File: config.mk
export PLATFORM = sky130hd
export DESIGN_NAME = fft_input_reorder
export DESIGN_NICKNAME = d
export VERILOG_FILES = /design/src/hdl/fft_index_pkg.sv /design/src/hdl/fft_num_pkg.sv /design/src/hdl/fft_input_reorder.sv
export SDC_FILE = /design/constraint.sdc
export NUM_CORES = 1
export LEC_CHECK = 0
export BUFFER_PORTS_ARGS = -buffer_cell sky130_fd_sc_hd__buf_4
export CAP_MARGIN = 30
export CORE_UTILIZATION = 55
export DETAILED_ROUTE_END_ITERATION = 12
export PLACE_DENSITY = 0.71
export SLEW_MARGIN = 20
export SYNTH_ARGS = -nofsm -noshare
export SYNTH_HDL_FRONTEND = slang
export SYNTH_SLANG_ARGS = --single-unit
File: constraint.sdc
create_clock -name clk -period 9.6 [get_ports clk]
set_input_delay 1.92 -clock clk [delete_from_list [all_inputs] [get_ports clk]]
set_output_delay 1.92 -clock clk [all_outputs]
set_load 0.05 [all_outputs]
File: src/hdl/fft_index_pkg.sv
// Index and bin widths, frame size limits and bit reversal
`default_nettype none

package fft_index_pkg;

    // Largest supported frame is 2^MAX_LOG2
    localparam int MAX_LOG2 = 10;
    localparam int MIN_SIZE = 4;
    localparam int MAX_SIZE = 1 << MAX_LOG2;

    // Sample or bin number, bits above log2 of the size stay zero
    typedef logic [MAX_LOG2-1:0] bin_t;

    // Mirror the low log2n bits, upper bits cleared
    function automatic bin_t bit_reverse(input bin_t idx, input int log2n);
        bin_t rev;
        rev = '0;
        for (int i = 0; i < MAX_LOG2; i++) begin
            if (i < log2n) begin
                rev[i] = idx[log2n-1-i];
            end
        end
        return rev;
    endfunction

endpackage

`default_nettype wire

File: src/hdl/fft_num_pkg.sv
// Sample and twiddle formats, twiddle generation, rounding and saturating arithmetic
`default_nettype none

package fft_num_pkg;

    // ========================================
    // Number formats
    // ========================================
    localparam int SAMPLE_WIDTH  = 16;
    localparam int TWIDDLE_WIDTH = 16;
    localparam int PRODUCT_WIDTH = SAMPLE_WIDTH + TWIDDLE_WIDTH + 1;

    typedef logic signed [SAMPLE_WIDTH-1:0]  sample_t;
    typedef logic signed [TWIDDLE_WIDTH-1:0] twiddle_t;
    // One part of b*W, with headroom for the sum of two products
    typedef logic signed [PRODUCT_WIDTH-1:0] product_t;

    localparam real      PI          = 3.141592653589793;
    localparam int       TWIDDLE_MAX = (1 << (TWIDDLE_WIDTH - 1)) - 1;
    localparam product_t ROUND_BIAS  = product_t'(1) <<< (TWIDDLE_WIDTH - 2);
    localparam product_t SAT_HI      = (product_t'(1) <<< (SAMPLE_WIDTH - 1)) - 1;
    localparam product_t SAT_LO      = -(product_t'(1) <<< (SAMPLE_WIDTH - 1));

    // ========================================
    // Twiddle factors W = exp(-j*2*pi*k/size)
    // ========================================
    function automatic twiddle_t twiddle_re(input int k, input int size);
        real angle;
        angle = -2.0 * PI * k / size;
        // $rtoi truncates toward zero
        return twiddle_t'($rtoi($cos(angle) * TWIDDLE_MAX));
    endfunction

    function automatic twiddle_t twiddle_im(input int k, input int size);
        real angle;
        angle = -2.0 * PI * k / size;
        return twiddle_t'($rtoi($sin(angle) * TWIDDLE_MAX));
    endfunction

    // Round to nearest, back to sample scale but still wide
    function automatic product_t round_product(input product_t p);
        return (p + ROUND_BIAS) >>> (TWIDDLE_WIDTH - 1);
    endfunction

    // Clamp a wide value into sample range
    function automatic sample_t clamp(input product_t v, output logic sat);
        sat = (v > SAT_HI) || (v < SAT_LO);
        if (v > SAT_HI) begin
            return sample_t'(SAT_HI);
        end
        if (v < SAT_LO) begin
            return sample_t'(SAT_LO);
        end
        return sample_t'(v);
    endfunction

    function automatic sample_t sat_add(input sample_t a, input product_t b, output logic sat);
        return clamp(product_t'(a) + b, sat);
    endfunction

    function automatic sample_t sat_sub(input sample_t a, input product_t b, output logic sat);
        return clamp(product_t'(a) - b, sat);
    endfunction

endpackage

`default_nettype wire
File: src/hdl/fft_input_reorder.sv
// Input reorder with bit-reversed capture into ping-pong banks and in-order drain
`timescale 1ns/10ps
`default_nettype none

module fft_input_reorder #(
    parameter int FFT_SIZE = 16
) (
    input  logic                 clk,
    input  logic                 rst_n,
    input  logic                 in_valid,
    input  fft_num_pkg::sample_t in_re,
    input  fft_num_pkg::sample_t in_im,
    output logic                 out_valid,
    output fft_num_pkg::sample_t out_re,
    output fft_num_pkg::sample_t out_im
);

    localparam int                  LOG2 = $clog2(FFT_SIZE);
    localparam fft_index_pkg::bin_t LAST = fft_index_pkg::bin_t'(FFT_SIZE - 1);

    // Two frame banks, one filling while the other drains
    fft_num_pkg::sample_t bank_re [2][FFT_SIZE];
    fft_num_pkg::sample_t bank_im [2][FFT_SIZE];

    logic                fill_bank;
    fft_index_pkg::bin_t fill_cnt;
    fft_index_pkg::bin_t wr_addr;
    logic                drain_active;
    fft_index_pkg::bin_t drain_cnt;

    // ========================================
    // Fill side
    // ========================================
    assign wr_addr = fft_index_pkg::bit_reverse(fill_cnt, LOG2);

    always_ff @(posedge clk) begin
        if (in_valid) begin
            bank_re[fill_bank][wr_addr[LOG2-1:0]] <= in_re;
            bank_im[fill_bank][wr_addr[LOG2-1:0]] <= in_im;
        end
    end

    // Frame counter and bank swap on the last sample
    always_ff @(posedge clk or negedge rst_n) begin
        if (!rst_n) begin
            fill_cnt  <= '0;
            fill_bank <= 1'b0;
        end else if (in_valid) begin
            if (fill_cnt == LAST) begin
                fill_cnt  <= '0;
                fill_bank <= ~fill_bank;
            end else begin
                fill_cnt <= fill_cnt + 1'b1;
            end
        end
    end

    // ========================================
    // Drain side
    // ========================================
    // Starts the cycle after the frame completes, N cycles long
    always_ff @(posedge clk or negedge rst_n) begin
        if (!rst_n) begin
            drain_active <= 1'b0;
            drain_cnt    <= '0;
        end else if (in_valid && fill_cnt == LAST) begin
            drain_active <= 1'b1;
            drain_cnt    <= '0;
        end else if (drain_active) begin
            drain_cnt <= drain_cnt + 1'b1;
            if (drain_cnt == LAST) begin
                drain_active <= 1'b0;
            end
        end
    end

    // Finished bank is always the one not filling
    assign out_valid = drain_active;
    assign out_re    = bank_re[~fill_bank][drain_cnt[LOG2-1:0]];
    assign out_im    = bank_im[~fill_bank][drain_cnt[LOG2-1:0]];

endmodule

`default_nettype wire

==> run summary <==
STATUS
-----------------------------------------------------------------------------------------------
Status ........................................................................... complete, no violations

CELLS AND AREA
-----------------------------------------------------------------------------------------------
Core occupancy in the finished layout ............................................        62.8%
Layout fillers ...................................................................         4731
Antenna diode instance count .....................................................            0
Synth-to-layout area growth ......................................................        12.7%
Layout Nets ......................................................................         1973
Share of post-route cells with drive strength above 1 ............................        24.7%
Count of placed standard cells in the final layout, fillers left out .............         2966
Post-Layout Inst Area ............................................................   45000 um^2

ROUTE
-----------------------------------------------------------------------------------------------
DRC violations left ..............................................................            0
Drt first pass iters .............................................................            5
Detailed router's first-iteration violation count ................................         2502
DRT antenna net count ............................................................            0
Total wire length after detailed routing .........................................     94800 um
Vias/cell ........................................................................         6.60
WL/cell ..........................................................................      32.0 um
Total number of vias .............................................................        19600

GLOBAL ROUTE
-----------------------------------------------------------------------------------------------
Via count of the first global-routing pass .......................................        19500
GRT met2 Usage ...................................................................        41.1%
GR met3 Demand/Resource ..........................................................        5.52%
Global-route total usage across every layer ......................................        26.2%
First-pass GRT wire length .......................................................    136000 um
Overflow after GRT ...............................................................            0
Maximum number of pins on one net before global-route repair .....................          138
Number of antenna violations at the first check in global routing ................            6
Global routing's busiest layer ...................................................         met2
GRT met1 Usage ...................................................................        37.2%

CLOCKING
-----------------------------------------------------------------------------------------------
Clock tree from TritonCTS ........................................................         done
Post-CTS resize count ............................................................            0
Number of buffers created by CTS .................................................           99
H-tree depth .....................................................................            3
Number of hold buffers added after CTS ...........................................            0
Buffer levels on the longest clock path ..........................................            3
Clock sinks ......................................................................         1046
Latest clock arrival within the worst-skew pair ..................................       670 ps
Post-CTS repair timing setup buffer count ........................................            0
Clock input transition at the sequential cells of the worst setup and hold paths .        60 ps
CTS Root Cell .................................................................... sky130_fd_sc_hd__clkbuf_16

TIMING
-----------------------------------------------------------------------------------------------
Hold Fails Final Rpt .............................................................            0
Slew headroom ....................................................................        29.7%
Worst Clk Skew ...................................................................      32.2 ps
Post-route setup slack ...........................................................      3680 ps
Setup TNS Final ..................................................................         0 ps
Unrepaired setup endpoints after global routing ..................................        false
Max-slew violation count .........................................................            0
Final period demand of the worst path ............................................      5920 ps
Setup violators final ............................................................            0
Max frequency ....................................................................      169 MHz
Fin crit share ...................................................................        61.7%
Worst hold slack after final layout ..............................................       498 ps
Slew of the pin with the lowest slew margin ......................................      1050 ps

WORST SETUP PATH
-----------------------------------------------------------------------------------------------
Req. time, crit path .............................................................      7680 ps
Critical path's top delay family ................................................. buffers and inverters
Category of the critical setup timing path ....................................... register to primary output
Startpoint type of the worst setup path ..........................................     register
Stages on the worst setup path ...................................................            6
Most prevalent standard cell on the critical path ................................ sky130_fd_sc_hd__buf_4
Worst R2R End .................................................................... bank_im[1][168]
Critical-path cell with the highest stage delay .................................. sky130_fd_sc_hd__nor2b_4
Cells along the critical path .................................................... nor2b_4, buf_4, a22o_1, a211oi_1, a21oi_1, buf_4
Type of element capturing the critical path ...................................... primary output
Cell depth of the worst flop-to-flop path ........................................            4
Critical Path Source ............................................................. drain_cnt[1]
Setup slack of the worst register-to-register path ...............................      5880 ps
Worst Path Buf+Inv ...............................................................            2
Slowest cell delay on critical path ..............................................       800 ps
Crit Path Max Fanout .............................................................           39
FF-to-FF Start ...................................................................    fill_bank
Signal arrival time at the worst endpoint ........................................      4000 ps

POWER
-----------------------------------------------------------------------------------------------
PnR Total Power ..................................................................      13.4 mW
IR drop worst, VDD ...............................................................     0.315 mV
LEAKAGE ..........................................................................      14.3 nW
Power density over the cells .....................................................  299 nW/um^2

RUN
-----------------------------------------------------------------------------------------------
Max cap viols ....................................................................            0

WORST HOLD PATH
-----------------------------------------------------------------------------------------------
Class of the most critical hold timing path ...................................... register to register
Worst Hold Path Cells ............................................................            1
Hold-critical path endpoint ......................................................  fill_cnt[9]
Critical hold path startpoint ....................................................  fill_cnt[9]

SYNTHESIS
-----------------------------------------------------------------------------------------------
Synthesis warning total ..........................................................            0
Dominant cell type by area after synthesis ....................................... sky130_fd_sc_hd__edfxtp_1
Number of enable-type register cells in the synthesized netlist ..................         1024
Post-Syn Nets ....................................................................         1864
Share of the synthesized area in the top cell type ...............................        77.1%
Most frequent cells after synthesis .............................................. sky130_fd_sc_hd__edfxtp_1, sky130_fd_sc_hd__mux4_2, sky130_fd_sc_hd__mux2i_1
Post-synthesis sequential element count ..........................................         1046
Ranking of synthesized cells by area ............................................. sky130_fd_sc_hd__edfxtp_1, sky130_fd_sc_hd__mux4_2, sky130_fd_sc_hd__mux2i_1, sky130_fd_sc_hd__dfrtp_1, sky130_fd_sc_hd__a211oi_1
Mean Syn Cell Area ...............................................................    21.9 um^2
Async S/R FF share, synth ........................................................        2.10%
Top flip-flop cell by instance count after synthesis ............................. sky130_fd_sc_hd__edfxtp_1
Cell with the most instances after synthesis ..................................... sky130_fd_sc_hd__edfxtp_1
Number of cells produced by synthesis ............................................         1824
Seq/Total Area, Yosys ............................................................        78.5%
Post-synthesis instance area .....................................................   39900 um^2
Number of distinct library cells after synthesis .................................           37

DIE
-----------------------------------------------------------------------------------------------
Effective utilization at floorplan ...............................................        55.7%
Row Count ........................................................................           98
Area of the placeable core .......................................................   71600 um^2
Die H ............................................................................       271 um
Overall die width ................................................................       271 um
Area of the die ..................................................................   73600 um^2
I/O pin count ....................................................................           68

PLACEMENT
-----------------------------------------------------------------------------------------------
Placer congestion estimate .......................................................        0.748
Cell area after placement ........................................................   41600 um^2
HPWL after DPL ...................................................................     48100 um
DP Cell Count ....................................................................         2779
Post-Place Setup Slack ...........................................................      4330 ps
Port-buffer cells ................................................................           67

logic make-up after synthesis:
| logic type | count (synthesis) | synth area share, % |
|---|---|---|
| and+or+nand+nor | 96 | 1.11 |
| DFF | 1046 | 78.5 |
| AOI/OAI and AO/OA | 227 | 4.16 |
| adders and majority gates | 5 | 0.157 |
| buffers and inverters | 111 | 1.58 |
| xor gates and xnor gates | 17 | 0.373 |
| muxes | 322 | 14.1 |
per-layer routing:
layer,up-vias,routed length (um)
met3,165,9810
met1,10400,36500
met5,-,78
li1,7952,-
met2,1075,45900
met4,12,2540
registers in the layout, summed over array words and instances (netlist names):
name and count:
bank_re 512, out_valid 1, drain_cnt 10, fill_bank 1, bank_im 512, fill_cnt 10
layout make-up:
| cell class | count | area (um^2) | area share, % |
|---|---|---|---|
| inverters | 4 | 15.0 | 0.0334 |
| repair buffers | 115 | 986 | 2.19 |
| multi-input cells | 667 | 8210 | 18.3 |
| well taps | 950 | 1190 | 2.64 |
| flip-flops and latches | 1046 | 31300 | 69.6 |
| clock buffers | 115 | 2580 | 5.73 |
| clock inverters | 69 | 678 | 1.51 |
worst max-delay path by stage:
stage / end / slack [ps]
after detailed placement: out_im[6] / 4330
final: out_im[6] / 3680
after global routing: out_re[3] / 3530
after floorplan: bank_im[0][0] / 4460
after global placement: out_im[6] / 4320
after CTS: out_im[6] / 3630
cell usage in the layout, fill, tap and decap left out, drive strengths merged, types with 9 or more instances in the layout:
master  Yosys  layout
o221ai     32      32
clkinv      0      49
edfxtp   1024    1024
mux2i     128     128
buf        58     115
a21oi      32      32
nor2       47      47
a22o       31      31
a211oi     62      62
mux4      193     193
bufinv      0      12
nand2      12      12
xnor2      11      11
nand3      12      12
a22oi      33      33
inv         4       9
o22ai      32      32
clkbuf     49     115
dfrtp      22      22
worst reg2reg max path, delay by kind of cell (launching register included):
kind,cells,cell delay (ps)
DFF,1,910
buffers and inverters,2,1100
and+or+nand+nor,2,1330
report_power, final:
group	total (mW)	internal, mW	switching [mW]	leakage [nW]
clock	3.92	2.25	1.66	1.60
sequential	5.45	5.28	0.172	9.50
combinational	4.07	1.52	2.55	3.15
total	13.4	9.04	4.39	14.3
Power figures use the tool's default switching activity.
