File: config.mk
export PLATFORM = sky130hd
export DESIGN_NAME = fft_stage
export DESIGN_NICKNAME = d
export VERILOG_FILES = /design/src/hdl/fft_index_pkg.sv /design/src/hdl/fft_num_pkg.sv /design/src/hdl/fft_stage.sv
export SDC_FILE = /design/constraint.sdc
export NUM_CORES = 2
export LEC_CHECK = 0
export BUFFER_PORTS_ARGS = -buffer_cell sky130_fd_sc_hd__buf_2
export CAP_MARGIN = 25
export CORE_MARGIN = 2
export CORE_UTILIZATION = 39
export CTS_CLUSTER_DIAMETER = 200
export DETAILED_ROUTE_END_ITERATION = 7
export PLACE_DENSITY_LB_ADDON = 0.2
export SLEW_MARGIN = 20
export SYNTH_ARGS = -nofsm -noshare
export SYNTH_HDL_FRONTEND = slang
export SYNTH_SLANG_ARGS = --single-unit
File: constraint.sdc
create_clock -name clk -period 7.25 [get_ports clk]
set_input_delay 0 -clock clk [delete_from_list [all_inputs] [get_ports clk]]
set_output_delay 0 -clock clk [all_outputs]
set_load 0.01 [all_outputs]
File: src/hdl/fft_index_pkg.sv
// Index and bin widths, frame size limits and bit reversal
`default_nettype none

package fft_index_pkg;

    // Largest supported frame is 2^MAX_LOG2
    localparam int MAX_LOG2 = 10;
    localparam int MIN_SIZE = 4;
    localparam int MAX_SIZE = 1 << MAX_LOG2;

    // Sample or bin number, bits above log2 of the size stay zero
    typedef logic [MAX_LOG2-1:0] bin_t;

    // Mirror the low log2n bits, upper bits cleared
    function automatic bin_t bit_reverse(input bin_t idx, input int log2n);
        bin_t rev;
        rev = '0;
        for (int i = 0; i < MAX_LOG2; i++) begin
            if (i < log2n) begin
                rev[i] = idx[log2n-1-i];
            end
        end
        return rev;
    endfunction

endpackage

`default_nettype wire

File: src/hdl/fft_num_pkg.sv
// Sample and twiddle formats, twiddle generation, rounding and saturating arithmetic
`default_nettype none

package fft_num_pkg;

    // ========================================
    // Number formats
    // ========================================
    localparam int SAMPLE_WIDTH  = 16;
    localparam int TWIDDLE_WIDTH = 16;
    localparam int PRODUCT_WIDTH = SAMPLE_WIDTH + TWIDDLE_WIDTH + 1;

    typedef logic signed [SAMPLE_WIDTH-1:0]  sample_t;
    typedef logic signed [TWIDDLE_WIDTH-1:0] twiddle_t;
    // One part of b*W, with headroom for the sum of two products
    typedef logic signed [PRODUCT_WIDTH-1:0] product_t;

    localparam real      PI          = 3.141592653589793;
    localparam int       TWIDDLE_MAX = (1 << (TWIDDLE_WIDTH - 1)) - 1;
    localparam product_t ROUND_BIAS  = product_t'(1) <<< (TWIDDLE_WIDTH - 2);
    localparam product_t SAT_HI      = (product_t'(1) <<< (SAMPLE_WIDTH - 1)) - 1;
    localparam product_t SAT_LO      = -(product_t'(1) <<< (SAMPLE_WIDTH - 1));

    // ========================================
    // Twiddle factors W = exp(-j*2*pi*k/size)
    // ========================================
    function automatic twiddle_t twiddle_re(input int k, input int size);
        real angle;
        angle = -2.0 * PI * k / size;
        // $rtoi truncates toward zero
        return twiddle_t'($rtoi($cos(angle) * TWIDDLE_MAX));
    endfunction

    function automatic twiddle_t twiddle_im(input int k, input int size);
        real angle;
        angle = -2.0 * PI * k / size;
        return twiddle_t'($rtoi($sin(angle) * TWIDDLE_MAX));
    endfunction

    // Round to nearest, back to sample scale but still wide
    function automatic product_t round_product(input product_t p);
        return (p + ROUND_BIAS) >>> (TWIDDLE_WIDTH - 1);
    endfunction

    // Clamp a wide value into sample range
    function automatic sample_t clamp(input product_t v, output logic sat);
        sat = (v > SAT_HI) || (v < SAT_LO);
        if (v > SAT_HI) begin
            return sample_t'(SAT_HI);
        end
        if (v < SAT_LO) begin
            return sample_t'(SAT_LO);
        end
        return sample_t'(v);
    endfunction

    function automatic sample_t sat_add(input sample_t a, input product_t b, output logic sat);
        return clamp(product_t'(a) + b, sat);
    endfunction

    function automatic sample_t sat_sub(input sample_t a, input product_t b, output logic sat);
        return clamp(product_t'(a) - b, sat);
    endfunction

endpackage

`default_nettype wire
File: src/hdl/fft_stage.sv
// One radix-2 butterfly stage with frame banks, twiddle table and read/multiply/add pipeline
`timescale 1ns/10ps
`default_nettype none

module fft_stage #(
    parameter int FFT_SIZE = 16,
    parameter int STAGE    = 0
) (
    input  logic                 clk,
    input  logic                 rst_n,
    input  logic                 in_valid,
    input  logic                 in_sat,
    input  fft_num_pkg::sample_t in_re,
    input  fft_num_pkg::sample_t in_im,
    output logic                 out_valid,
    output logic                 out_sat,
    output fft_num_pkg::sample_t out_re,
    output fft_num_pkg::sample_t out_im
);

    localparam int                  LOG2      = $clog2(FFT_SIZE);
    localparam int                  HALF_SPAN = 1 << STAGE;
    // Twiddle step N/(2h) as a shift
    localparam int                  TW_SHIFT  = LOG2 - 1 - STAGE;
    localparam fft_index_pkg::bin_t LAST      = fft_index_pkg::bin_t'(FFT_SIZE - 1);
    localparam fft_index_pkg::bin_t SPAN_BIT  = fft_index_pkg::bin_t'(HALF_SPAN);

    // Frame banks with per-sample saturation marks
    fft_num_pkg::sample_t bank_re  [2][FFT_SIZE];
    fft_num_pkg::sample_t bank_im  [2][FFT_SIZE];
    logic                 bank_sat [2][FFT_SIZE];

    fft_num_pkg::twiddle_t tw_re [FFT_SIZE/2];
    fft_num_pkg::twiddle_t tw_im [FFT_SIZE/2];

    logic                fill_bank;
    fft_index_pkg::bin_t fill_cnt;
    logic                run_active;
    fft_index_pkg::bin_t run_cnt;
    fft_index_pkg::bin_t idx_a;
    fft_index_pkg::bin_t idx_b;
    fft_index_pkg::bin_t tw_idx;

    // Read step
    logic                  rd_valid;
    logic                  rd_sub;
    logic                  rd_sat;
    fft_num_pkg::sample_t  rd_a_re, rd_a_im, rd_b_re, rd_b_im;
    fft_num_pkg::twiddle_t rd_w_re, rd_w_im;

    // Multiply step
    logic                  mul_valid;
    logic                  mul_sub;
    logic                  mul_sat;
    fft_num_pkg::sample_t  mul_a_re, mul_a_im;
    fft_num_pkg::product_t mul_p_re, mul_p_im;

    // Add and saturate
    fft_num_pkg::product_t rnd_re, rnd_im;
    fft_num_pkg::sample_t  sum_re, sum_im;
    logic                  sat_re, sat_im;

    // Twiddle ROM, constant per frame size
    for (genvar t = 0; t < FFT_SIZE / 2; t++) begin : g_twiddle
        assign tw_re[t] = fft_num_pkg::twiddle_re(t, FFT_SIZE);
        assign tw_im[t] = fft_num_pkg::twiddle_im(t, FFT_SIZE);
    end

    // ========================================
    // Frame capture
    // ========================================
    always_ff @(posedge clk) begin
        if (in_valid) begin
            bank_re[fill_bank][fill_cnt[LOG2-1:0]]  <= in_re;
            bank_im[fill_bank][fill_cnt[LOG2-1:0]]  <= in_im;
            bank_sat[fill_bank][fill_cnt[LOG2-1:0]] <= in_sat;
        end
    end

    // Fill counter, bank swap and run start
    always_ff @(posedge clk or negedge rst_n) begin
        if (!rst_n) begin
            fill_cnt   <= '0;
            fill_bank  <= 1'b0;
            run_active <= 1'b0;
            run_cnt    <= '0;
        end else begin
            if (in_valid) begin
                fill_cnt <= (fill_cnt == LAST) ? '0 : fill_cnt + 1'b1;
            end
            if (in_valid && fill_cnt == LAST) begin
                fill_bank  <= ~fill_bank;
                run_active <= 1'b1;
                run_cnt    <= '0;
            end else if (run_active) begin
                run_cnt <= run_cnt + 1'b1;
                if (run_cnt == LAST) begin
                    run_active <= 1'b0;
                end
            end
        end
    end

    // ========================================
    // Butterfly pipeline
    // ========================================
    // Upper partner has bit STAGE clear, lower has it set
    assign idx_a  = run_cnt & ~SPAN_BIT;
    assign idx_b  = run_cnt | SPAN_BIT;
    assign tw_idx = (run_cnt & (SPAN_BIT - 1'b1)) << TW_SHIFT;

    always_ff @(posedge clk or negedge rst_n) begin
        if (!rst_n) begin
            rd_valid  <= 1'b0;
            mul_valid <= 1'b0;
            out_valid <= 1'b0;
        end else begin
            rd_valid  <= run_active;
            mul_valid <= rd_valid;
            out_valid <= mul_valid;
        end
    end

    // Step 1, read pair and twiddle from the finished bank
    always_ff @(posedge clk) begin
        rd_a_re <= bank_re[~fill_bank][idx_a[LOG2-1:0]];
        rd_a_im <= bank_im[~fill_bank][idx_a[LOG2-1:0]];
        rd_b_re <= bank_re[~fill_bank][idx_b[LOG2-1:0]];
        rd_b_im <= bank_im[~fill_bank][idx_b[LOG2-1:0]];
        rd_sat  <= bank_sat[~fill_bank][idx_a[LOG2-1:0]] | bank_sat[~fill_bank][idx_b[LOG2-1:0]];
        rd_w_re <= tw_re[tw_idx[LOG2-2:0]];
        rd_w_im <= tw_im[tw_idx[LOG2-2:0]];
        rd_sub  <= run_cnt[STAGE];
    end

    // Step 2, complex product b*W at full width
    always_ff @(posedge clk) begin
        mul_p_re <= rd_b_re * rd_w_re - rd_b_im * rd_w_im;
        mul_p_im <= rd_b_re * rd_w_im + rd_b_im * rd_w_re;
        mul_a_re <= rd_a_re;
        mul_a_im <= rd_a_im;
        mul_sub  <= rd_sub;
        mul_sat  <= rd_sat;
    end

    // Step 3, round then a + Wb or a - Wb with clamping
    always_comb begin
        rnd_re = fft_num_pkg::round_product(mul_p_re);
        rnd_im = fft_num_pkg::round_product(mul_p_im);
        if (mul_sub) begin
            sum_re = fft_num_pkg::sat_sub(mul_a_re, rnd_re, sat_re);
            sum_im = fft_num_pkg::sat_sub(mul_a_im, rnd_im, sat_im);
        end else begin
            sum_re = fft_num_pkg::sat_add(mul_a_re, rnd_re, sat_re);
            sum_im = fft_num_pkg::sat_add(mul_a_im, rnd_im, sat_im);
        end
    end

    always_ff @(posedge clk) begin
        out_re  <= sum_re;
        out_im  <= sum_im;
        // Mark carries any earlier saturation forward
        out_sat <= mul_sat | sat_re | sat_im;
    end

endmodule

`default_nettype wire

==> metrics.md <==
| Metric | Value |
|---|---|
| Clk sinks | `1,250` |
| Crit path kind | `flip-flop to flip-flop` |
| EDFF count, synth | `1,056` |
| CTS buffer count | `around 140` |
| Netlist cell types | `83` |
| Placed cell count | `roughly 6,000` |
| Synth-to-layout area growth | `13.0%` |
| Endpoints failing setup | `0` |
| CP cell instances | `buf_4, fa_1, inv_1, fa_1, inv_1, fa_1, fa_1, fa_1, inv_1, fa_1, inv_1, ha_1, and3_1, o2111a_1, o21ai_0, a21oi_1, a211oi_1, o31a_1, o211a_1, a21oi_1, a21oi_1, xnor2_1` |
| Worst path max stage delay | `between 0.6 and 0.7 ns` |
| Largest buffer count on any clock path | `3` |
| Fraction of registers with async set/reset | `0.0200` |
| Initial Util | `0.393` |
| Critical-path top delay cell | `fa_1` |
| Final setup skew | `0.0335 ns` |
| Crit Path Max Fanout | `12` |
| Critical Path AT | `7.23 ns` |
| Fin crit period | `6.59 ns` |
| TritonCTS clock tree | `done` |
| Final Net Count | `around 4,700` |
| Die Area | `approximately 160,000 sq um` |
| Pins Over Slew Limit | `0` |
| Max Cap Viol | `0` |
| Met1 Wirelength | `68,900 microns` |
| Uppermost layer routed | `met5` |
| Synthesized area per cell | `roughly 16 sq um` |
| GRT Util Overall | `0.184` |
| FMAX | `0.152 GHz` |
| H-tree Lvls | `4` |
| Critical Path Most Common Cell | `fa_1` |
| Initial DRT Pass Iterations | `5` |
| Sequential share of the synthesized area | `0.575` |
| Core ar. | `about 160,000 sq um` |
| Routed WL | `~150,000 microns` |
| Non-filler instance count after layout | `6,255` |
| Synthesized cell area | `62,100 sq um` |
| CP Capture Type | `flip-flop` |
| Worst-margin pin slew | `about 1.0 ns` |
| Post-Syn Nets | `about 4,500` |
| Clk root buf | `clkbuf_16` |
| Antenna violations before repair | `12` |
| Iter 0 DRT Violations | `around 2,600` |
| Vias | `between 30,000 and 40,000` |
| Post-Place Setup Slack | `0.642 ns` |
| Synth Flop Type | `edfxtp_1` |
| # resized after CTS | `0` |
| First-pass GRT wire length | `between 200,000 and 250,000 microns` |
| #FFs+latches synth | `approximately 1,300` |
| Setup bufs post-CTS | `0` |
| DPL Wire Length | `92,100 microns` |
| Layout cell share with drive strength beyond 1 | `0.175` |
| DR WL met3 | `7670 microns` |
| Max-slew headroom | `0.312` |
| Clk_lat worst skew | `around 0.77 ns` |
| Hold WC Path Type | `input port to flip-flop` |
| Final hold slack | `0.226 ns` |
| RePlAce Congestion | `about 0.88` |
| Vias in the first global route | `around 34,000` |
| Status | `finished clean` |
| Worst-path clk slew | `0.06 ns` |
| Yosys warns | `0` |
| Largest net degree at the start of global routing | `just over 100` |
| Final Hold Fails | `0` |
| Remaining DRCs | `0` |
| Final worst setup slack | `0.660 ns` |
| Die width | `403 microns` |
| Die Span Y | `between 400 and 500 microns` |
| DR WL/cell | `around 23 microns` |
| Site row count | `about 150` |
| Post-DRT Antenna Nets | `0` |
| Via-per-instance ratio | `~5.2` |
| WP data required | `7.89 ns` |
| Grt ovf | `0` |
| I/O pins | `70` |
| Final Cycle Share | `0.909` |
| Final TNS setup | `0 ns` |
| Met2 routed WL | `between 60,000 and 70,000 microns` |
| I/O Buffers | `69` |
| CP Launch Type | `flip-flop` |
| RSZ-0062 raised after global routing | `false` |
| # fillers | `roughly 14,000` |
| Cell count after synthesis | `3,878` |
==> worst max-delay path, delay by kind of cell, from the launching register on <==
family,cells,cell delay [ns]
xor+xnor,1,0.12
compound gates,8,1.84
flops,1,0.38
buf+inv,5,0.47
simple gates,1,0.21
fa+ha+maj,7,3.44
==> flip-flops by register name, summed over array words and instances, names as in the netlist, 18 cells and up <==
register	cells
bank_im	512
bank_re	512
bank_sat	32
mul_p_im	18
mul_p_re	18
==> Yosys cell counts, types with 16 or more instances <==
master	number	area, sq um
nor3_1	30	150
nand2b_1	16	100
buf_1	30	113
nand3_1	41	205
nand4_1	19	119
or2_2	28	175
o211ai_1	20	150
o21bai_1	18	135
edfxtp_1	1056	31700
o21a_1	38	285
mux4_2	320	7210
xnor2_1	88	771
a21o_1	20	150
and3_1	19	119
fa_1	322	6450
a21oi_1	94	470
dfrtp_1	25	626
xor2_1	71	622
o21ai_0	48	240
nor2_1	156	586
nand2_1	78	293
ha_1	312	3900
clkbuf_1	72	270
dfxtp_1	169	3380
inv_1	586	2200
==> final cells by class <==
type / instances / area, sq um / share of cell area
repair buffers: 161 / 1150 / 0.0165
clock buffers: 184 / 3730 / 0.0531
well taps: 2072 / 2590 / 0.0369
diodes: 5 / 12.5 / 0.000178
multi-input cells: 1924 / 23900 / 0.341
flip-flops and latches: 1250 / 35700 / 0.509
inverters: 588 / 2210 / 0.0314
clock inverters: 71 / 815 / 0.0116
==> layer usage <==
layer  global-route usage  vias up
met3               0.0331      181
met4               0.0450        4
li1                     -    14500
met5                    0        -
met1                0.272    16900
met2                0.282      759
==> stage by stage <==
| step | util | instance area [sq um] |
|---|---|---|
| 6_report | 0.444 | 70200 |
| 5_1_grt | 0.444 | 70200 |
| 4_1_cts | 0.444 | 70200 |
| 3_5_place_dp | 0.412 | 65200 |
| 3_3_place_gp | 0.412 | 65200 |
| 2_1_floorplan | - | 62100 |
==> kinds of logic after synthesis <==
family	share of synthesized area
buf+inv	0.0432
compound gates	0.0412
xor+xnor	0.0224
fa+ha+maj	0.167
mux	0.117
simple gates	0.0338
flops	0.575
==> cell usage in the layout (no fill, tap or decap), types with 21 or more instances in the layout <==
master / n
mux4_2: 320
xnor2_1: 88
dlygate4sd3_1: 36
o21a_1: 38
nor3_1: 27
dfrtp_1: 21
dfxtp_1: 167
nand2_1: 78
nor2_4: 28
buf_4: 53
nand3_1: 41
o21ai_0: 48
or2_2: 28
ha_1: 312
clkbuf_1: 37
a21oi_1: 94
inv_1: 586
fa_1: 322
clkinv_1: 24
clkbuf_16: 139
nor2_1: 127
buf_2: 69
xor2_1: 71
edfxtp_1: 1056
==> repair_timing <==
item / 4_1_cts / 5_1_grt
setup endpoints to repair: 0 / 0
hold buffers: 37 / 0
endpoints found under the hold margin: 1103 / 0
==> path summary, 6_finish.rpt <==
check | startpoint | endpoint | slack [ns] | cells after the start
min | in_valid | fill_cnt[1] | 0.23 | 4
max | rd_b_re[13] | mul_p_re[31] | 0.66 | 22
min in group asynchronous | rst_n | run_cnt[6] | 0.27 | 4
max reg2reg | rd_b_re[13] | mul_p_re[31] | 0.66 | 22
max in group asynchronous | rst_n | fill_bank | 6.80 | 4
min reg2reg | rd_a_re[6] | mul_a_re[6] | 0.32 | 0
Power is left out: the tool's default activity adds up to more than one toggle a clock period on the data nets, which glitch-free logic cannot reach.
