===== src/hdl/fft_index_pkg.sv =====
// Index and bin widths, frame size limits and bit reversal
`default_nettype none

package fft_index_pkg;

    // Largest supported frame is 2^MAX_LOG2
    localparam int MAX_LOG2 = 10;
    localparam int MIN_SIZE = 4;
    localparam int MAX_SIZE = 1 << MAX_LOG2;

    // Sample or bin number, bits above log2 of the size stay zero
    typedef logic [MAX_LOG2-1:0] bin_t;

    // Mirror the low log2n bits, upper bits cleared
    function automatic bin_t bit_reverse(input bin_t idx, input int log2n);
        bin_t rev;
        rev = '0;
        for (int i = 0; i < MAX_LOG2; i++) begin
            if (i < log2n) begin
                rev[i] = idx[log2n-1-i];
            end
        end
        return rev;
    endfunction

endpackage

`default_nettype wire


===== src/hdl/fft_num_pkg.sv =====
// Sample and twiddle formats, twiddle generation, rounding and saturating arithmetic
`default_nettype none

package fft_num_pkg;

    // ========================================
    // Number formats
    // ========================================
    localparam int SAMPLE_WIDTH  = 16;
    localparam int TWIDDLE_WIDTH = 16;
    localparam int PRODUCT_WIDTH = SAMPLE_WIDTH + TWIDDLE_WIDTH + 1;

    typedef logic signed [SAMPLE_WIDTH-1:0]  sample_t;
    typedef logic signed [TWIDDLE_WIDTH-1:0] twiddle_t;
    // One part of b*W, with headroom for the sum of two products
    typedef logic signed [PRODUCT_WIDTH-1:0] product_t;

    localparam real      PI          = 3.141592653589793;
    localparam int       TWIDDLE_MAX = (1 << (TWIDDLE_WIDTH - 1)) - 1;
    localparam product_t ROUND_BIAS  = product_t'(1) <<< (TWIDDLE_WIDTH - 2);
    localparam product_t SAT_HI      = (product_t'(1) <<< (SAMPLE_WIDTH - 1)) - 1;
    localparam product_t SAT_LO      = -(product_t'(1) <<< (SAMPLE_WIDTH - 1));

    // ========================================
    // Twiddle factors W = exp(-j*2*pi*k/size)
    // ========================================
    function automatic twiddle_t twiddle_re(input int k, input int size);
        real angle;
        angle = -2.0 * PI * k / size;
        // $rtoi truncates toward zero
        return twiddle_t'($rtoi($cos(angle) * TWIDDLE_MAX));
    endfunction

    function automatic twiddle_t twiddle_im(input int k, input int size);
        real angle;
        angle = -2.0 * PI * k / size;
        return twiddle_t'($rtoi($sin(angle) * TWIDDLE_MAX));
    endfunction

    // Round to nearest, back to sample scale but still wide
    function automatic product_t round_product(input product_t p);
        return (p + ROUND_BIAS) >>> (TWIDDLE_WIDTH - 1);
    endfunction

    // Clamp a wide value into sample range
    function automatic sample_t clamp(input product_t v, output logic sat);
        sat = (v > SAT_HI) || (v < SAT_LO);
        if (v > SAT_HI) begin
            return sample_t'(SAT_HI);
        end
        if (v < SAT_LO) begin
            return sample_t'(SAT_LO);
        end
        return sample_t'(v);
    endfunction

    function automatic sample_t sat_add(input sample_t a, input product_t b, output logic sat);
        return clamp(product_t'(a) + b, sat);
    endfunction

    function automatic sample_t sat_sub(input sample_t a, input product_t b, output logic sat);
        return clamp(product_t'(a) - b, sat);
    endfunction

endpackage

`default_nettype wire

===== src/hdl/fft_output_drain.sv =====
// Output register, bin counter and sticky overflow flag
`timescale 1ns/10ps
`default_nettype none

module fft_output_drain #(
    parameter int FFT_SIZE = 16
) (
    input  logic                 clk,
    input  logic                 rst_n,
    input  logic                 in_valid,
    input  logic                 in_sat,
    input  fft_num_pkg::sample_t in_re,
    input  fft_num_pkg::sample_t in_im,
    output logic                 out_valid,
    output fft_num_pkg::sample_t out_re,
    output fft_num_pkg::sample_t out_im,
    output fft_index_pkg::bin_t  out_bin,
    output logic                 overflow
);

    localparam fft_index_pkg::bin_t LAST = fft_index_pkg::bin_t'(FFT_SIZE - 1);

    // Bin number of the next sample
    fft_index_pkg::bin_t bin_cnt;

    // ========================================
    // Control and flag
    // ========================================
    always_ff @(posedge clk or negedge rst_n) begin
        if (!rst_n) begin
            out_valid <= 1'b0;
            out_bin   <= '0;
            bin_cnt   <= '0;
            overflow  <= 1'b0;
        end else begin
            out_valid <= in_valid;
            if (in_valid) begin
                out_bin <= bin_cnt;
                bin_cnt <= (bin_cnt == LAST) ? '0 : bin_cnt + 1'b1;
            end
            // Sticky until reset
            if (in_valid && in_sat) begin
                overflow <= 1'b1;
            end
        end
    end

    // Payload
    always_ff @(posedge clk) begin
        if (in_valid) begin
            out_re <= in_re;
            out_im <= in_im;
        end
    end

endmodule

`default_nettype wire


===== config.mk =====
export PLATFORM = sky130hd
export DESIGN_NAME = fft_output_drain
export DESIGN_NICKNAME = d
export VERILOG_FILES = /design/src/hdl/fft_index_pkg.sv /design/src/hdl/fft_num_pkg.sv /design/src/hdl/fft_output_drain.sv
export SDC_FILE = /design/constraint.sdc
export NUM_CORES = 1
export LEC_CHECK = 0
export ABC_AREA = 1
export BUFFER_PORTS_ARGS = -buffer_cell sky130_fd_sc_hd__buf_2
export CORE_MARGIN = 4
export CORE_UTILIZATION = 45
export DETAILED_ROUTE_END_ITERATION = 12
export MAX_ROUTING_LAYER = met4
export PLACE_DENSITY = 0.85
export SYNTH_ARGS = -nofsm -noshare
export SYNTH_HDL_FRONTEND = slang
export SYNTH_SLANG_ARGS = --single-unit

===== constraint.sdc =====
create_clock -name clk -period 2.85 [get_ports clk]
set_input_delay 0.4275 -clock clk [delete_from_list [all_inputs] [get_ports clk]]
set_output_delay 0.4275 -clock clk [all_outputs]
set_load 0.02 [all_outputs]

==> results of run 1 <==
stage by stage:
stage | instances | utilization (%) | area [um2] | power (mW)
global route | 292 | 60.72 | 2516 | 1.878
CTS | 292 | 60.72 | 2516 | 1.792
floorplan | 157 | - | 1984 | 1.238
detailed placement | 284 | 58.61 | 2429 | 1.390
finish | 292 | 60.72 | 2516 | 1.776
global placement | 284 | 58.61 | 2429 | 1.371
logic make-up after synthesis:
| group | synth area share [%] |
|---|---|
| simple gates | 15.57 |
| flops | 76.17 |
| buf+inv | 4.287 |
| fa+ha+maj | 0.6304 |
| xor+xnor | 1.324 |
| compound gates | 2.018 |
Yosys cell counts, types with 2 or more instances:
library cell / number
buf_2: 2
nand3_1: 7
nand2_1: 47
xor2_1: 2
edfxtp_1: 32
o21ai_0: 5
nand4_1: 3
inv_1: 17
nand3_2: 2
nor2_1: 11
dfrtp_1: 22
worst max-delay path, cell delays in order (launching register included):
cell	delay [ps]
dfrtp_1	430
ha_1	260
nand3_1	130
nor2_1	180
nand4_1	110
nand2_1	80
inv_1	30
state kept, by name (all words and copies together), names as in the netlist:
register   cells
out_re        16
out_im        16
out_valid      1
out_bin       10
bin_cnt       10
overflow       1
final cells by class:
cell class	instances	area, um2	area share, %
timing repair buffer	80	402.9	16.01
sequential	54	1511	60.07
multi-input combinational	83	387.9	15.42
tap	50	62.56	2.486
inverter	17	63.81	2.536
clock buffer	6	72.57	2.884
clock inverter	2	15.01	0.5967
final timing paths:
path / cells after the start / start / slack [ps] / endpoint
max: 6 / bin_cnt[0]$_DFFE_PN0P_ / 1520 / bin_cnt[8]$_DFFE_PN0P_
min: 1 / rst_n / 70 / out_bin[9]$_DFFE_PN0P_
max reg2reg: 6 / bin_cnt[0]$_DFFE_PN0P_ / 1520 / bin_cnt[8]$_DFFE_PN0P_
min reg2reg: 1 / overflow$_DFFE_PN0P_ / 470 / overflow$_DFFE_PN0P_
max in group asynchronous: 1 / rst_n / 2460 / out_bin[2]$_DFFE_PN0P_
min in group clk: 1 / in_im[6] / 290 / out_im[6]$_DFFE_PP_
routing by layer:
| metal | share of wire, % | wire (um) | up-vias |
|---|---|---|---|
| met5 | 0 | 0 | - |
| met4 | 1.0 | 40 | 0 |
| met3 | 13 | 505 | 6 |
| met2 | 44 | 1752 | 68 |
| met1 | 43 | 1704 | 616 |
| li1 | - | - | 673 |
report_power, final:
part,internal [mW],switching (mW)
Sequential,0.941,0.0853
Combinational,0.122,0.221
Clock,0.173,0.234
Total,1.24,0.540
==> qor.yml, run 1 <==
outcome: "completed"
p_leak_nw: 1.199
yosys.area.top_type: "edfxtp_1"
syn_inst: 157
async_flop_share_pct: 40.74
netlist_area_um2: 1984
rsz0062_at_grt: "false"
initial_utilization_pct: 47.89
cp_max_fo: 4
drive_gt1_share_pct: 37.19
ys.warnings.count: 0
drc: 0
synth_cell_types: 18
grt_pass1_vias: 1237
final_max_slew_viol_count: 0
dieArea_um2: 5536
drt-vias-per-instance: 4.668
clk_path_buf_depth: 2
grt.overflow.total: 0
ctsResizeCount: 0
hold_viol_final: 0
die_w_um: 74.41
layout_commonest_cell: "buf_2"
dr.pass1.iters: 4
cts_root_buffer: "clkbuf_8"
grt_pass1_wl_mm: 5.906
post_cts_buffers: 0
path_class: "reg -> reg"
power_per_cell_area_nw_per_um2: 705.8
worstSetupStartpointType: "flip-flop"
synth_top_area_share_pct: 48.42
seq_area_frac_synth_pct: 76.17
timing.slew.headroom_pct: 65.09
final_nets: 278
dp_slack_ps: 1388
setup_ws_ps: 1525
cts_buffers: 5
rows: 23
fillCellCount: 321
synth.avg_cell_area_um2: 12.64
cp.arrival_ps: 1530
clk_latency_ps: 300
port_buffers: 79
grtUsageTotal_pct: 14.69
synthTopCellsByArea: "edfxtp_1 (48%), dfrtp_1 (28%), nand2_1 (8.9%)"
skew_ps: 7.372
cp_data_required_time_ps: 3060
tightest_slew_ps: 523.1
drv_cap: 0
wl_mm: 4.003
ant_nets: 0
ioPinCount: 80
setup_viol: 0
max_freq_mhz: 754.7
fp.coreArea_um2: 4144
top_usage_layer: "met2"
antenna_cells: 0
grt.met3_usage_pct: 6.351
grt_use_met1_pct: 18.37
hold_slack_ps: 65.69
ir_worst_vdd_mv: 0.2071
fin_tns_setup_ps: 0
place.gp.congestion: 0.8281
grt_max_degree: 34
cp-end-kind: "flip-flop"
holdCritPathClass: "in -> async"
avgRoutedWirePerCell_um: 13.71
num_vias: 1363
die_h_um: 74.41
post-route-min-period_ps: 1325
place_hpwl_mm: 3.072
antenna_found_initial: 0
synth-main-ff-cell: "edfxtp_1"
numClockSinks: 54
syn_nets: 194
synth_edf_count: 32
ys_ff_latch: 54
cts-hold-fix-buffers: 0
final_cell_mix: "buf_2 (79), nand2_1 (47), edfxtp_1 (32)"
period_share_pct: 46.49
use_met2_pct: 21.85
area_delta_synth_final_pct: 26.80
tritoncts: "done"
clkTransAtPathRegs_ps: 90
drt_iter0_drc: 118
htreeDepth: 2
Note: power is estimated with default switching activity, not from simulation.
==> run 2, diff against run 1 <==
--- a/config.mk
+++ b/config.mk
@@ -5,10 +5,10 @@
 export SDC_FILE = /design/constraint.sdc
 export NUM_CORES = 1
 export LEC_CHECK = 0
-export ABC_AREA = 1
+export ABC_AREA = 0
 export BUFFER_PORTS_ARGS = -buffer_cell sky130_fd_sc_hd__buf_2
 export CORE_MARGIN = 4
-export CORE_UTILIZATION = 45
+export CORE_UTILIZATION = 42
 export DETAILED_ROUTE_END_ITERATION = 12
 export MAX_ROUTING_LAYER = met4
 export PLACE_DENSITY = 0.85
==> constraint.sdc (replaced) <==
create_clock -name clk -period 1.06 [get_ports clk]
set_input_delay 0.159 -clock clk [delete_from_list [all_inputs] [get_ports clk]]
set_output_delay 0.159 -clock clk [all_outputs]
set_load 0.02 [all_outputs]
==> run 2 against run 1 <==
Against the previous run:
- the flow now finishes with violations (setup timing)
- synthesized cell count down 33%
- flip-flop and latch count unchanged
- combinational power increased to 4.7 times the previous value
- wire length shrank 0.30%
- global-route usage is 0.50 points lower
- largest cell class unchanged
- sequential share of layout area down 4.3 points
- synthesized area fell by 5.5%
- fmax is 7.2% lower
- core utilization rose by 2.0 points
==> qor.yml, run 2 <==
grt.overflow.total: 0  # unchanged
synth_top_area_share_pct: 51.23  # +2.8 points
initial_utilization_pct: 43.37  # -4.5 points
timing.slew.headroom_pct: 69.30  # +4.2 points
place.gp.congestion: 0.8016  # -3.2%
antenna_cells: 0  # unchanged
placed_cells: 249  # -12%
area_delta_synth_final_pct: 44.56
crit_buf_inv: 0  # -1
ys_ff_latch: 54  # unchanged
setup_ws_ps: -367.5  # -1892 ps
seq_area_frac_synth_pct: 80.59  # +4.4 points
antenna_found_initial: 0  # unchanged
clkTransAtPathRegs_ps: 90  # about the same
wl_met3_um: 464  # -8.1%
max_stage_delay_ps: 570  # +140 ps
wl_met2_mm: 1.900  # +8.4%
netlist_area_um2: 1876  # -5.5%
cts_root_buffer: "clkbuf_8"
hold_path_startpoint: "in_re[0]"
drt-vias-per-instance: 4.829  # +3.5%
cp-startpoint: "bin_cnt[9]$_DFFE_PN0P_"
synth-main-ff-cell: "edfxtp_1"
fp.coreArea_um2: 4324  # +4.3%
synth_top_family_by_area: "multiplexers"
muxShareOfSynthArea_pct: 6.604  # +6.6 points
ant_nets: 0  # unchanged
worst_path_max_delay_cell: "or4_4"
yosys.cell_count.top_type: "edfxtp_1"
dp_slack_ps: -319.9  # -1708 ps
synth_cell_types: 23  # +5
drt_iter0_drc: 85  # -28%
outcome: "finished with violations"
avgRoutedWirePerCell_um: 15.17  # +11%
htreeDepth: 2  # unchanged
layout_commonest_cell: "buf_2"
clk_latency_ps: 300  # about the same
rr_startpoint: "bin_cnt[9]$_DFFE_PN0P_"
tritoncts: "done"
skew_ps: 8.176  # +0.8037 ps
tightest_slew_ps: 460.4  # -62.62 ps
yosys.area_share.xor_xnor_pct: 2.802  # +1.5 points
max_freq_mhz: 700.5  # -7.2%
die_h_um: 74.83  # +0.56%
path_cells: "or4_4, o311ai_2, o21ai_1"
rows: 24  # +4.3%
die_w_um: 74.83  # +0.56%
grt_pass1_vias: 1201  # -2.9%
cts_buffers: 5  # unchanged
final_cell_count_no_fill: 263  # -9.9%
cp_data_required_time_ps: 1240  # -1820 ps
synthTopCellsByArea: "edfxtp_1 (51%), dfrtp_1 (29%), mux2_2 (6.6%)"
post-route-min-period_ps: 1427  # +102.5 ps
p_leak_nw: 1.201  # +0.15%
synth_adder_area_share_pct: 0.6671  # +0.037 points
grt_max_degree: 23  # -32%
dieArea_um2: 5599  # +1.1%
drc: 0  # unchanged
wl_met1_mm: 1.596  # -6.3%
drv_cap: 0  # unchanged
hold_slack_ps: 27.96  # -37.73 ps
cp-end-kind: "flip-flop"
synthSimpleGateAreaFrac_pct: 5.404  # -10 points
worstSetupStartpointType: "flip-flop"
cpLargestDelayFamily: "simple AND/OR/NAND/NOR gates"
ir_worst_vdd_mv: 1.502  # +630%
final_cell_mix: "buf_2 (76), edfxtp_1 (32), dfrtp_1 (22)"
setup_viol: 7  # +7
synth.avg_cell_area_um2: 17.86  # +41%
reg.largest.list: "out_im: 16 flops, out_re: 16 flops"
synth-compound-area-share_pct: 2.402  # +0.38 points
synth.cells.most_frequent: "edfxtp_1 (32), dfrtp_1 (22), mux2_2 (11)"
cp.arrival_ps: 1610  # +80 ps
numClockSinks: 54  # unchanged
violations: "setup timing"
final_nets: 247  # -11%
num_vias: 1270  # -6.8%
ys.warnings.count: 0  # unchanged
total_power_mw: 5.502  # +210%
port_buffers: 79  # unchanged
cp_max_fo: 3  # -1
hold_viol_final: 0  # unchanged
path_class: "reg -> reg"
place_hpwl_mm: 2.966  # -3.5%
ioPinCount: 80  # unchanged
syn_inst: 105  # -33%
holdCritPathClass: "in -> reg"
power_per_cell_area_nw_per_um2: 2029  # +190%
grt_pass1_wl_mm: 5.713  # -3.3%
dr.max_layer_used: "met4"
yosys.area.top_type: "edfxtp_1"
grtUsageTotal_pct: 14.19  # -0.50 points
period_share_pct: 134.7  # +88 points
rsz0062_at_grt: "true"
synth_edf_count: 32  # unchanged
dr.pass1.iters: 4  # unchanged
clk_path_buf_depth: 2  # unchanged
async_flop_share_pct: 40.74  # unchanged
syn_nets: 142  # -27%
wl_mm: 3.991  # -0.30%
drive_gt1_share_pct: 61.14  # +24 points
final_max_slew_viol_count: 0  # unchanged
[run 2: changes by cell type after synthesis, moves of 3 or more]
cell     before  now
nor3_1        0    3
nor2_1       11    2
inv_1        17    4
mux2_2        0   11
o21ai_0       5    2
nand2_1      47    5
nand3_1       7    3
[run 2: kinds of logic (layout without fill, tap and decap cells)]
group | count (synthesis) | in the layout
multiplexers | 11 | 11
AO/OA/AOI/OAI | 7 | 7
buffers and inverters | 7 | 113
adder cells (fa/ha/maj) | 1 | 1
XOR/XNOR | 6 | 6
flip-flops | 54 | 54
AND/OR/NAND/NOR | 19 | 19
[run 2: final timing paths]
check                                               to  cells past startpoint  slack, ps
worst max-delay path            bin_cnt[0]$_DFFE_PN0P_                      3       -370
worst min-delay path               out_re[0]$_DFFE_PP_                      1         30
worst max register to register  bin_cnt[0]$_DFFE_PN0P_                      3       -370
worst min register to register    overflow$_DFFE_PN0P_                      1        460
max in group asynchronous       bin_cnt[1]$_DFFE_PN0P_                      2        400
min in group asynchronous       out_bin[8]$_DFFE_PN0P_                      2        330
[run 2: through the flow]
step / cell area, um2 / util (%) / setup TNS, ps
after CTS: 2618 / 60.53 / -1266
after global routing: 2711 / 62.70 / -2026
after floorplan: 1901 / - / -879.1
after detailed placement: 2486 / 57.49 / -1340
final: 2711 / 62.70 / -1561
after global placement: 2486 / 57.49 / -1112
[run 2: timing repair]
| item | in CTS | in global routing |
|---|---|---|
| buffers inserted | 3 | 2 |
| resized for setup | 4 | 17 |
| hold buffers | 1 | 0 |
| endpoints found under the hold margin | 22 | 0 |
| gates cloned | 0 | 0 |
| pin swaps | 4 | 6 |
| setup endpoints to repair | 8 | 13 |
[run 2: worst register-to-register path, stage by stage (launching register included)]
cell	delay, ps
dfrtp_1	380
or4_4	570
o311ai_2	250
o21ai_1	110
[run 2: layer usage]
| metal | vias to the layer above | track usage, % |
|---|---|---|
| met1 | 600 | 16.81 |
| met5 | - | - |
| met4 | 0 | 3.557 |
| met2 | 67 | 23.02 |
| met3 | 3 | 5.207 |
| li1 | 600 | - |
[run 2: final cells by class]
class                   count  area, um2
inverters                   4      15.01
fillers                   334       1613
multi-input cells          44      414.1
flip-flops and latches     54       1511
clock buffers               6      72.57
repair buffers            101      618.1
well taps                  52      65.06
clock inverters             2      15.01
[run 2: report_power, final]
group / total [mW] / internal [mW] / switching (mW)
Combinational: 1.60 / 0.745 / 0.857
Sequential: 2.80 / 2.60 / 0.203
Clock: 1.10 / 0.466 / 0.631
